[config.mk]
export PLATFORM = sky130hd
export DESIGN_NAME = mc_clock_gen
export DESIGN_NICKNAME = d
export VERILOG_FILES = /design/src/include/mc_defines.svh /design/src/mc_csr_pkg.sv /design/src/mc_clock_gen.sv
export SDC_FILE = /design/constraint.sdc
export NUM_CORES = 1
export LEC_CHECK = 0
export ABC_AREA = 1
export BUFFER_PORTS_ARGS = -buffer_cell sky130_fd_sc_hd__buf_2
export CELL_PAD_IN_SITES_DETAIL_PLACEMENT = 2
export CELL_PAD_IN_SITES_GLOBAL_PLACEMENT = 2
export CORE_UTILIZATION = 32
export DETAILED_ROUTE_END_ITERATION = 12
export HOLD_SLACK_MARGIN = 0.08
export PLACE_DENSITY = 0.83
export REMOVE_ABC_BUFFERS = 1
export SLEW_MARGIN = 5
export SYNTH_ARGS = -nofsm -noshare
export SYNTH_HDL_FRONTEND = slang
export SYNTH_SLANG_ARGS = --single-unit
[constraint.sdc]
create_clock -name sys_clk -period 3.45 [get_ports sys_clk]
set_input_delay 0.69 -clock sys_clk [delete_from_list [all_inputs] [get_ports sys_clk]]
set_output_delay 0.69 -clock sys_clk [all_outputs]
set_load 0.02 [all_outputs]
[src/include/mc_defines.svh]
`ifndef MC_DEFINES_SVH
`define MC_DEFINES_SVH

// ----------------------------------------------------------------------
// csr page and reset values
// ----------------------------------------------------------------------

`define MC_CSR_PAGE_DEFAULT 4'h0 // matched against csr_a[13:10].
`define MC_DIV_RESET        11'd10 // half-period factor after reset.

// ----------------------------------------------------------------------
// register offsets, csr_a[2:0]
// ----------------------------------------------------------------------

`define MC_REG_DIV  3'd0 // clock divider factor.
`define MC_REG_EN   3'd1 // channel enables.
`define MC_REG_PEND 3'd2 // pending flags, write 1 to clear rx.
`define MC_REG_CMD  3'd3 // command byte.
`define MC_REG_DAT  3'd4 // data word.

`endif
[src/mc_csr_pkg.sv]
package mc_csr_pkg;

	// ------------------------------------------------------------------
	// register port types
	// ------------------------------------------------------------------

	typedef logic [13:0] csr_addr_t; // page in [13:10], offset in [2:0].
	typedef logic [31:0] csr_word_t;

	// half-period of the card clock, minus one, in sys_clk cycles.
	typedef logic [10:0] div_factor_t;

	// one bit per channel, used for enables and pending flags.
	typedef logic [3:0] chan_flags_t;

	// ------------------------------------------------------------------
	// bit positions inside chan_flags_t
	// ------------------------------------------------------------------

	localparam int unsigned CH_CMD_TX = 0;
	localparam int unsigned CH_CMD_RX = 1;
	localparam int unsigned CH_DAT_TX = 2;
	localparam int unsigned CH_DAT_RX = 3;

endpackage

[src/mc_clock_gen.sv]
`timescale 1ns/1ps

module mc_clock_gen (
	input logic sys_clk,
	input logic sys_rst,
	input mc_csr_pkg::div_factor_t div_factor,
	input logic clock_run,
	output logic mc_clk,
	output logic bit_ce
);

	mc_csr_pkg::div_factor_t tick_count;
	logic tick; // one cycle every div_factor+1 cycles.

	// ------------------------------------------------------------------
	// half-period tick
	// ------------------------------------------------------------------

	// free running, so the tick phase does not depend on clock_run.
	always_ff @(posedge sys_clk) begin
		if (sys_rst) begin
			tick_count <= '0;
			tick <= 1'b0;
		end else if (tick_count >= div_factor) begin
			tick_count <= '0; // >= so a smaller factor takes effect at once.
			tick <= 1'b1;
		end else begin
			tick_count <= tick_count + 1'b1;
			tick <= 1'b0;
		end
	end

	// ------------------------------------------------------------------
	// card clock
	// ------------------------------------------------------------------

	always_ff @(posedge sys_clk) begin
		if (sys_rst)
			mc_clk <= 1'b0;
		else if (tick & clock_run)
			mc_clk <= ~mc_clk; // frozen in place while stalled.
	end

	// high in the cycle whose edge raises mc_clk.
	assign bit_ce = tick & clock_run & ~mc_clk;

endmodule

=== After elaboration in Yosys (flattened, before gate mapping) ===
Cells that the tools add are included.

* Add/sub/neg operators: 1
* Multiply operators: 0
* Div/mod/pow operators: 0
* $lt $le $gt $ge: 1
* Eq/ne operators: 0
* Shift-type cells: 0
* Muxes and demuxes: 1
* Bitwise logic cells: 3
* Reductions and logical operators: 1

{| class="wikitable"
|+ Operator list
! operator !! count
|-
| 11-bit by 1-bit adder with 11-bit output, second input constant || 1
|-
| 11-bit greater-or-equal comparator || 1
|-
| 1-bit bitwise AND || 2
|-
| 2-bit OR reduction || 1
|-
| 1-bit 2-to-1 mux || 1
|-
| 1-bit NOT || 1
|}

* Flip-flop bits (word level): 13
* Bits in latches: 0
* Bits in writable memories: 0
* ROM bits: 0
* Input bits: 14
* Output and inout bits: 2
* Logic and storage cells: 10
* Memories: 0

=== Logic depth before layout (Yosys ltp) ===
Gate-level depths: netlist (run 1).

* Depth after elaboration: 2
* Gate-level depth with buffers: 10
* Depth with buffers taken out: 9

=== Least setup slack after synthesis (run 1) ===
Ideal clock, no wire load.

* Path kind: input to output
* Start point: input clock_run
* End point: output bit_ce
* Arrival: 1258 ps
* Path slack: 1502 ps
* Stages: 2
* Buffers on the path: 0
* Path through: inv_1 > nor3_1

* Longest elaborated chain between the ends: 2

{| class="wikitable"
|+ Ends and longest elaborated chain
! item !! RTL line !! RTL
|-
| start, declared || mc_clock_gen.sv:7 || <nowiki>input logic clock_run,</nowiki>
|-
| 1-bit bitwise AND (2 in a row) || mc_clock_gen.sv:45 || <nowiki>assign bit_ce = tick & clock_run & ~mc_clk;</nowiki>
|-
| end, declared || mc_clock_gen.sv:9 || <nowiki>output logic bit_ce</nowiki>
|}

No other way between the ends.

=== Worst setup path after layout (run 1) ===
Same ends and word-level chain as after synthesis.

==> run metrics, run 1 <==
run status complete, no violations; cts repair resizes 0; number of cell rows 19; Gate Count Post-Synth 128; reg-to-reg startpoint tick_count[2]$_SDFF_PP0_; combinational power share 13.6%; quantity of I/O buffers inserted on ports 15; highest fanout seen on the critical path 2; Top-Level Pins 16; Most common cell on crit path sky130_fd_sc_hd__buf_2; worst vdd rail ir drop 0.145 mV; clock tree from TritonCTS yes; width of the die 55.6 µm; synth top area cells sky130_fd_sc_hd__dfxtp_1 28%, sky130_fd_sc_hd__ha_1 16%, sky130_fd_sc_hd__inv_1 11%; number of enable-type register cells in the synthesized netlist 0; total half-perimeter wirelength after legalization and detailed placement 1860 µm; Net count, final 173; achievable frequency 519 MHz; met2 routing resource usage after global routing 27.9%; number of flip-flops and latches in the synthesized netlist 13; total clock buffers created by CTS 3; Yosys warnings 0; Synth cell types 19; highest-delay cell along the critical path sky130_fd_sc_hd__nor3_1; via density per instance 4.72; Netlist Area Pre-Place 921 µm²; portion of netlist area occupied by mux cells 0%; adder and majority gate portion of the synthesized area 16.3%; endpoint kind of the worst setup timing path output pin; total power 0.000299 W; highest cell delay on the worst timing path 0.22 ns; final design instance area without fill 1050 µm²; endpoint arrival time on the critical path 1.24 ns; weighted congestion reported at the end of routability-driven placement 0.729; Least-Margin Pin Slew 0.356 ns; post-route ant nets 0; number of diodes added for antenna fixing 0; worst hold path stage count 2; clock transition at the registers of the reported paths 0.09 ns; critical hold path startpoint mc_clk$_SDFFE_PP0P_; fraction of final layout cells with drive strength greater than 1 24.7%; gr busiest metal met2; post-detailed-route DRC marker count 0; crit path cell chain buf_2 > inv_1 > nor3_1 > buf_2; Yosys top cell by area sky130_fd_sc_hd__dfxtp_1; largest net degree at the start of global routing 12; via count of the first global-routing pass 886; top post-synthesis cells by count 28 x sky130_fd_sc_hd__inv_1, 23 x sky130_fd_sc_hd__nand2_1, 13 x sky130_fd_sc_hd__dfxtp_1, 12 x sky130_fd_sc_hd__ha_1, 12 x sky130_fd_sc_hd__nor2_2; relative contribution of the clock network to total power 33.6%; met1 track demand over resource 19.4%; cell chosen for the clock root sky130_fd_sc_hd__clkbuf_4; final critical delay including setup and external delays 1.93 ns; Hold WS 0.503 ns; source-to-sink clock delay at the later pin of the worst-skew pair 0.28 ns; area added between synthesis and finish 14.0%; cell area power density 284 nW/µm²; Async S/R FF share, synth 0%; total number of clock tree sinks 13; number of vias in the routed layout 836; # H-tree levels 1; grt ovf 0; fraction of met3 tracks used by global routing 2.09%; final critical-path share of the clock period 55.9%; cell count after placement 173; most frequent cell after synthesis sky130_fd_sc_hd__inv_1; total routing resource utilization after global routing 15.7%; detail-routed net length per standard cell 12.2 µm; number of hold-slack violations in the final timing report 0; critical setup path kind in2out; number of buffers and inverters on the critical path 3; placement-stage cell area 1020 µm²; synthesized area per cell 7.19 µm²; number of hold buffers added after cts 0; Final Max Tran Viols 0; Startpoint Class input port; FF-to-FF setup slack 1.62 ns; die span in y 55.6 µm; global-route wire length before repair 3820 µm; Placeable Area 2730 µm²; Max transition margin 76.3%; Lkg Pwr 0.512 nW; internal portion of total power 0.000215 W; clock tree buffer depth 2; worst r2r dst tick_count[0]$_SDFF_PP0_; starting density of the core 33.7%; Die Outline Area 3100 µm²; Tightest Hold Check Type reg2reg; Crit path required time 2.76 ns; Clock Skew 0.00424 ns; Switch Pwr 0.0000832 W; Max-cap violations 0; setup repair bufs after CTS 0; end point of the worst hold path mc_clk$_SDFFE_PP0P_; DRC marker count from the first detailed-route iteration 7; Setup TNS 0 ns; reg2reg path depth 8; ys flop type sky130_fd_sc_hd__dfxtp_1; compound-cell area share of the yosys netlist 4.08%; switching part of the total power 27.9%; fraction of post-synthesis cell area in the top cell type by area 28.3%; final standard cell count with taps included and fillers excluded 177; count of endpoints failing setup in the final report 0; xor/xnor share of the synthesized area 7.61%; sequential share of power 52.7%; largest family of logic cells by synthesized area simple AND/OR/NAND/NOR gates; crit-path leading delay family buffers and inverters; routed wire length 2160 µm; simple-gate share of the synthesized area 30.7%; detailed-router iteration count before antenna repair 3; initial antenna violation count 0; fill cell count 335; RSZ-0062 raised after global routing no; portion of the post-synthesis area used by sequential elements 28.3%
[worst max-delay path by stage]
stage	startpoint	endpoint	slack, ns	depth (start not counted)
after floorplan	clock_run	bit_ce	1.50	2
after global placement	div_factor[2]	tick_count[7]$_SDFF_PP0_	1.32	10
after detailed placement	div_factor[2]	tick_count[7]$_SDFF_PP0_	1.21	10
after CTS	div_factor[2]	tick_count[7]$_SDFF_PP0_	1.51	10
after global routing	div_factor[2]	tick_count[0]$_SDFF_PP0_	1.38	10
final	clock_run	bit_ce	1.52	4
[cells in the final DEF, fill, tap and decap left out, types with 2 or more instances in the layout]
master	netlist	routed
sky130_fd_sc_hd__nand3_2	2	2
sky130_fd_sc_hd__inv_1	28	28
sky130_fd_sc_hd__xnor2_1	2	2
sky130_fd_sc_hd__a21oi_1	5	5
sky130_fd_sc_hd__nor2_1	11	11
sky130_fd_sc_hd__ha_1	12	12
sky130_fd_sc_hd__dfxtp_1	13	13
sky130_fd_sc_hd__nor2_2	12	12
sky130_fd_sc_hd__xor2_1	6	6
sky130_fd_sc_hd__nand3_1	4	4
sky130_fd_sc_hd__nand2_2	2	2
sky130_fd_sc_hd__clkbuf_4	0	3
sky130_fd_sc_hd__buf_2	0	15
sky130_fd_sc_hd__nor3_1	2	2
sky130_fd_sc_hd__nand2_1	23	23
[power groups by stage]
stage | sequential (W) | combinational (W) | clock (W)
after floorplan | 0.000160 | 0.0000257 | 0
after global placement | 0.000161 | 0.0000383 | 0
after detailed placement | 0.000161 | 0.0000420 | 0
after CTS | 0.000158 | 0.0000424 | 0.000104
after global routing | 0.000158 | 0.0000474 | 0.000110
final | 0.000157 | 0.0000407 | 0.000100
[flip-flops by register name, indices dropped and copies added, names as in the netlist]
signal,count
mc_clk,1
tick_count,11
tick,1
[layer usage]
metal / vias up / wire [µm]
li1: 420 / -
met1: 404 / 970
met2: 10 / 1130
met3: 2 / 50
met4: 0 / 8
met5: - / 0
[stage by stage]
stage,utilization (%),setup slack [ns]
floorplan,-,1.50
global placement,37.4,1.32
detailed placement,37.4,1.21
CTS,38.4,1.51
global route,38.4,1.38
finish,38.4,1.52
[worst min-delay path, cell delays in order, from the launching register on]
cell and delay (ns):
sky130_fd_sc_hd__dfxtp_1 0.33, sky130_fd_sc_hd__o21ai_0 0.07, sky130_fd_sc_hd__a21oi_1 0.06
[cells by family (layout without fill, tap and decap cells)]
logic type	count (synthesis)	after routing
flip-flops	13	13
buffers and inverters	30	48
AO/OA/AOI/OAI	7	7
AND/OR/NAND/NOR	58	58
adder cells (fa/ha/maj)	12	12
XOR/XNOR	8	8
[cell type report]
type                    count  area, µm²  area share, %
clock buffers               4       26.3           2.50
repair buffers             15       75.1           7.15
inverters                  29        109           10.4
multi-input cells          85        541           51.5
flip-flops and latches     13        260           24.8
well taps                  31       38.8           3.69
Power figures use the tool's default switching activity.
==> run 2: changes to the inputs <==
--- a/config.mk
+++ b/config.mk
@@ -9,10 +9,10 @@
 export BUFFER_PORTS_ARGS = -buffer_cell sky130_fd_sc_hd__buf_2
 export CELL_PAD_IN_SITES_DETAIL_PLACEMENT = 2
 export CELL_PAD_IN_SITES_GLOBAL_PLACEMENT = 2
-export CORE_UTILIZATION = 32
+export CORE_UTILIZATION = 30
 export DETAILED_ROUTE_END_ITERATION = 12
 export HOLD_SLACK_MARGIN = 0.08
-export PLACE_DENSITY = 0.83
+export PLACE_DENSITY = 0.79
 export REMOVE_ABC_BUFFERS = 1
 export SLEW_MARGIN = 5
 export SYNTH_ARGS = -nofsm -noshare
==> constraint.sdc (replaced) <==
create_clock -name sys_clk -period 1.84 [get_ports sys_clk]
set_input_delay 0.368 -clock sys_clk [delete_from_list [all_inputs] [get_ports sys_clk]]
set_output_delay 0.368 -clock sys_clk [all_outputs]
set_load 0.02 [all_outputs]
==> run metrics, run 2 (synthesized netlist as in run 1, its figures left out) <==
Lkg Pwr 0.532 nW (+4.0%); final critical delay including setup and external delays 1.71 ns; post-route ant nets 0 (unchanged); total half-perimeter wirelength after legalization and detailed placement 2030 µm (+9.1%); Clock Skew 0.00537 ns (+0.00113 ns); Max transition margin 82.2% (+6.0 points); Setup TNS 0 ns (unchanged); source-to-sink clock delay at the later pin of the worst-skew pair 0.27 ns (about the same); grt ovf 0 (unchanged); area added between synthesis and finish 17.8%; total power 0.000562 W (+88%); width of the die 57.4 µm (+3.2%); quantity of I/O buffers inserted on ports 15 (unchanged); worst vdd rail ir drop 0.299 mV (+110%); flip-flop count of the largest register after layout 11 (unchanged); endpoint kind of the worst setup timing path register; starting density of the core 32.6% (-1.1 points); violated checks DRC; Placeable Area 2830 µm² (+3.5%); most common cell after layout, fill and taps aside sky130_fd_sc_hd__inv_1; switching part of the total power 27.1% (-0.75 points); weighted congestion reported at the end of routability-driven placement 0.724 (-0.67%); initial antenna violation count 0 (unchanged); final critical-path share of the clock period 92.7%; highest fanout seen on the critical path 11 (+9); number of cell rows 19 (unchanged); die span in y 57.4 µm (+3.2%); detail-routed net length per standard cell 13.0 µm (+6.4%); total clock buffers created by CTS 3 (unchanged); sequential share of power 52.3% (-0.4 points); relative contribution of the clock network to total power 32.4% (-1.2 points); largest net degree at the start of global routing 12 (unchanged); Least-Margin Pin Slew 0.265 ns (-0.0910 ns); routed wire length 2340 µm (+8.2%); number of hold-slack violations in the final timing report 0 (unchanged); Final Max Tran Viols 0 (unchanged); number of hold buffers added after cts 0 (unchanged); setup repair bufs after CTS 0 (unchanged); Setup WS pre-CTS -0.0318 ns (-1.24 ns); clock transition at the registers of the reported paths 0.09 ns (about the same); count of endpoints failing setup in the final report 0 (unchanged); detailed-router iteration count before antenna repair 7 (+4); number of diodes added for antenna fixing 0 (unchanged); Top-Level Pins 16 (unchanged); FF-to-FF setup slack 0.13 ns (-1.49 ns); via count of the first global-routing pass 937 (+5.8%); endpoint arrival time on the critical path 1.92 ns (+0.68 ns); final worst setup slack 0.134 ns (-1.39 ns); cell chosen for the clock root sky130_fd_sc_hd__clkbuf_4; RSZ-0062 raised after global routing no; reg2reg path depth 9 (+1); combinational power share 15.3% (+1.7 points); Max-cap violations 0 (unchanged); achievable frequency 586 MHz; cts repair resizes 0 (unchanged); Util after Layout 38.3% (-0.052 points); global-route wire length before repair 4010 µm (+4.9%); total number of clock tree sinks 13 (unchanged); largest registers in the final layout tick_count x11, mc_clk x1, tick x1; cell area power density 518 nW/µm² (+82%); Startpoint Class register; worst hold path stage count 2 (unchanged); Die Outline Area 3300 µm² (+6.4%); # H-tree levels 1 (unchanged); Net count, final 176 (+1.7%); clock tree buffer depth 2 (unchanged); commonest non-fill, non-tap cells in the layout 28 x sky130_fd_sc_hd__inv_1, 23 x sky130_fd_sc_hd__nand2_1, 15 x sky130_fd_sc_hd__buf_2, 13 x sky130_fd_sc_hd__dfxtp_1; clock tree from TritonCTS yes; fraction of final layout cells with drive strength greater than 1 26.2% (+1.5 points); Tightest Hold Check Type in2reg; DRC marker count from the first detailed-route iteration 9 (+2); critical setup path kind reg2reg; post-detailed-route DRC marker count 1 (+1); Crit path required time 2.05 ns (-0.71 ns); number of vias in the routed layout 849 (+1.6%); run status finished with violations; via density per instance 4.72 (-0.14%); internal portion of total power 0.000410 W (+90%); Most flops, register tick_count; Switch Pwr 0.000152 W (+83%); total routing resource utilization after global routing 16.2% (+0.52 points)
==> run 2: changes by cell type in the layout (fill, tap and decap cells not counted), sizes merged <==
cell	change
buf	+3
==> run 2: cell type report <==
type,count,area [µm²]
well taps,31,38.8
inverters,29,109
fillers,337,1740
multi-input cells,85,541
repair buffers,18,110
clock buffers,4,26.3
flip-flops and latches,13,260
==> run 2: critical path: stages (launching register included) <==
cell	delay [ns]
sky130_fd_sc_hd__dfxtp_1	0.39
sky130_fd_sc_hd__ha_1	0.24
sky130_fd_sc_hd__nand2_1	0.12
sky130_fd_sc_hd__nor2_1	0.05
sky130_fd_sc_hd__nor2_1	0.14
sky130_fd_sc_hd__nor2_1	0.07
sky130_fd_sc_hd__nor2_1	0.22
sky130_fd_sc_hd__nand3_2	0.13
sky130_fd_sc_hd__buf_12	0.17
sky130_fd_sc_hd__nor2_1	0.11
==> run 2: path summary, 6_finish.rpt <==
| kind | start | to |
|---|---|---|
| worst min register to register | tick_count[0]$_SDFF_PP0_ | tick_count[0]$_SDFF_PP0_ |
| worst min-delay path | sys_rst | tick$_SDFF_PP0_ |
| worst max register to register | tick_count[1]$_SDFF_PP0_ | tick_count[7]$_SDFF_PP0_ |
| worst max-delay path | tick_count[1]$_SDFF_PP0_ | tick_count[7]$_SDFF_PP0_ |
==> run 2: power by group through the flow <==
stage | combinational (W) | sequential (W) | clock, W
after floorplan | 0.0000482 | 0.000300 | 0
after global placement | 0.0000824 | 0.000300 | 0
after detailed placement | 0.0000878 | 0.000301 | 0
after CTS | 0.0000893 | 0.000294 | 0.000198
after global routing | 0.0000993 | 0.000295 | 0.000205
final | 0.0000862 | 0.000294 | 0.000182
==> run 2: through the flow <==
stage | hold WS (ns) | cells | instance area [µm²]
3_5_place_dp | 0.488 | 176 | 1060
2_1_floorplan | 0.437 | 127 | 910
3_3_place_gp | 0.475 | 176 | 1060
4_1_cts | 0.263 | 180 | 1080
5_1_grt | 0.262 | 180 | 1080
6_report | 0.274 | 180 | 1080
==> run 2: per-layer routing <==
layer  track usage [%]  up-vias  routed length [µm]
met3              3.63        2                  72
met4              3.14        0                  10
li1                  -      430                   -
met5                 0        -                   0
met2              32.1       10                1270
met1              17.4      407                 987
==> run 3: changes to the inputs <==
--- a/config.mk
+++ b/config.mk
@@ -9,8 +9,10 @@
 export BUFFER_PORTS_ARGS = -buffer_cell sky130_fd_sc_hd__buf_2
 export CELL_PAD_IN_SITES_DETAIL_PLACEMENT = 2
 export CELL_PAD_IN_SITES_GLOBAL_PLACEMENT = 2
+export CORE_ASPECT_RATIO = 1.1
 export CORE_UTILIZATION = 30
 export DETAILED_ROUTE_END_ITERATION = 12
+export GPL_ROUTABILITY_DRIVEN = 0
 export HOLD_SLACK_MARGIN = 0.08
 export PLACE_DENSITY = 0.79
 export REMOVE_ABC_BUFFERS = 1
==> run metrics, run 3 (synthesized netlist as in run 1, its figures left out) <==
combinational power share 15.2% (about the same); flip-flop count of the largest register after layout 11 (unchanged); quantity of I/O buffers inserted on ports 15 (unchanged); endpoint arrival time on the critical path 1.83 ns (-0.09 ns); fraction of final layout cells with drive strength greater than 1 25.7% (-0.50 points); relative contribution of the clock network to total power 32.5% (about the same); commonest non-fill, non-tap cells in the layout 28 x sky130_fd_sc_hd__inv_1, 23 x sky130_fd_sc_hd__nand2_1, 15 x sky130_fd_sc_hd__buf_2, 13 x sky130_fd_sc_hd__dfxtp_1; cts repair resizes 0 (unchanged); Clock Skew 0.00198 ns (-0.00338 ns); RSZ-0062 raised after global routing no; number of diodes added for antenna fixing 0 (unchanged); starting density of the core 32.3% (-0.27 points); detailed-router iteration count before antenna repair 3 (-4); final critical delay including setup and external delays 1.61 ns (-0.0965 ns); Lkg Pwr 0.527 nW (-1.0%); cell area power density 521 nW/µm² (+0.53%); highest fanout seen on the critical path 11 (unchanged); fraction of met3 tracks used by global routing 3.05% (-0.57 points); largest net degree at the start of global routing 12 (unchanged); run status complete, no violations; Top-Level Pins 16 (unchanged); met2 routing resource usage after global routing 35.1% (+3.1 points); total clock buffers created by CTS 3 (unchanged); met1 track demand over resource 16.6% (-0.74 points); cell chosen for the clock root sky130_fd_sc_hd__clkbuf_4; gr busiest metal met2; area added between synthesis and finish 17.3%; width of the die 54.8 µm (-4.5%); number of cell rows 20 (+1); clock transition at the registers of the reported paths 0.09 ns (about the same); total routing resource utilization after global routing 17.5% (+1.3 points); achievable frequency 621 MHz (+6.0%); total half-perimeter wirelength after legalization and detailed placement 2010 µm (-0.90%); detail-routed net length per standard cell 12.7 µm (-2.3%); global-route wire length before repair 3950 µm (-1.5%); Setup TNS 0 ns (unchanged); Most flops, register tick_count; Die Outline Area 3300 µm² (about the same); Least-Margin Pin Slew 0.253 ns (-0.0117 ns); Hold WS 0.282 ns (+0.00809 ns); initial antenna violation count 0 (unchanged); grt ovf 0 (unchanged); switching part of the total power 27.1% (-0.046 points); Startpoint Class register; DRC marker count from the first detailed-route iteration 6 (-3); clock tree buffer depth 2 (unchanged); post-detailed-route DRC marker count 0 (-1); sequential share of power 52.2% (about the same); critical setup path kind reg2reg; source-to-sink clock delay at the later pin of the worst-skew pair 0.27 ns (about the same); number of vias in the routed layout 829 (-2.4%); via count of the first global-routing pass 950 (+1.4%); total number of clock tree sinks 13 (unchanged); most common cell after layout, fill and taps aside sky130_fd_sc_hd__inv_1; Final Max Tran Viols 0 (unchanged); clock tree from TritonCTS yes; Max transition margin 83.0% (+0.78 points); Tightest Hold Check Type in2reg; count of endpoints failing setup in the final report 0 (unchanged); largest registers in the final layout tick_count x11, mc_clk x1, tick x1; die span in y 60.1 µm (+4.7%); # H-tree levels 1 (unchanged); Placeable Area 2850 µm² (+0.84%); internal portion of total power 0.000410 W (+0.13%); post-route ant nets 0 (unchanged); number of hold buffers added after cts 0 (unchanged); number of hold-slack violations in the final timing report 0 (unchanged); setup repair bufs after CTS 0 (unchanged); Crit path required time 2.06 ns (about the same); worst vdd rail ir drop 0.320 mV (+7.2%); routed wire length 2300 µm (-1.7%); Net count, final 175 (-0.57%); via density per instance 4.58 (-2.9%); Max-cap violations 0 (unchanged); Switch Pwr 0.000152 W (-0.10%); final critical-path share of the clock period 87.5% (-5.2 points); endpoint kind of the worst setup timing path register
## run 3: changes by cell type in the layout (fill, tap and decap cells not counted)
cell and change:
sky130_fd_sc_hd__buf_4 -1
## run 3: metal layers
| metal | up-vias | wire length [µm] |
|---|---|---|
| met3 | 4 | 64 |
| met5 | - | 0 |
| met4 | 0 | 23 |
| li1 | 427 | - |
| met1 | 386 | 928 |
| met2 | 12 | 1280 |
## run 3: final timing paths
kind / endpoint / slack [ns] / depth (start not counted) / from
min reg2reg: tick_count[0]$_SDFF_PP0_ / 0.50 / 1 / tick_count[0]$_SDFF_PP0_
min: tick$_SDFF_PP0_ / 0.28 / 2 / sys_rst
max reg2reg: tick_count[4]$_SDFF_PP0_ / 0.23 / 9 / tick_count[1]$_SDFF_PP0_
max: tick_count[4]$_SDFF_PP0_ / 0.23 / 9 / tick_count[1]$_SDFF_PP0_
## run 3: power by group through the flow
stage / Sequential (W) / Combinational, W / Clock [W]
2_1_floorplan: 0.000300 / 0.0000482 / 0
3_3_place_gp: 0.000300 / 0.0000810 / 0
3_5_place_dp: 0.000301 / 0.0000872 / 0
4_1_cts: 0.000294 / 0.0000887 / 0.000193
5_1_grt: 0.000295 / 0.0000985 / 0.000208
6_report: 0.000294 / 0.0000856 / 0.000183
## run 3: critical path, stage by stage (launching register included)
cell and delay [ns]:
sky130_fd_sc_hd__dfxtp_1 0.40, sky130_fd_sc_hd__ha_1 0.26, sky130_fd_sc_hd__nand2_1 0.11, sky130_fd_sc_hd__nor2_1 0.06, sky130_fd_sc_hd__nor2_1 0.12, sky130_fd_sc_hd__nor2_1 0.07
sky130_fd_sc_hd__nor2_1 0.18, sky130_fd_sc_hd__nand3_2 0.11, sky130_fd_sc_hd__buf_12 0.17, sky130_fd_sc_hd__nor2_2 0.08
## run 3: final cells by class
class	count	area, µm²
flip-flops and latches	13	260
clock buffers	4	26.3
well taps	33	41.3
repair buffers	17	103
fillers	357	1770
inverters	29	109
multi-input cells	85	541
## run 3: per-stage QoR
step	cells	setup WS, ns	power [W]	instance area (µm²)	utilization (%)
after global placement	177	0.187	0.000381	1050	36.9
final	181	0.230	0.000562	1080	37.9
after CTS	181	0.209	0.000576	1080	37.9
after global routing	181	0.114	0.000601	1080	37.9
after floorplan	127	0.336	0.000348	910	-
after detailed placement	177	0.108	0.000388	1050	36.9
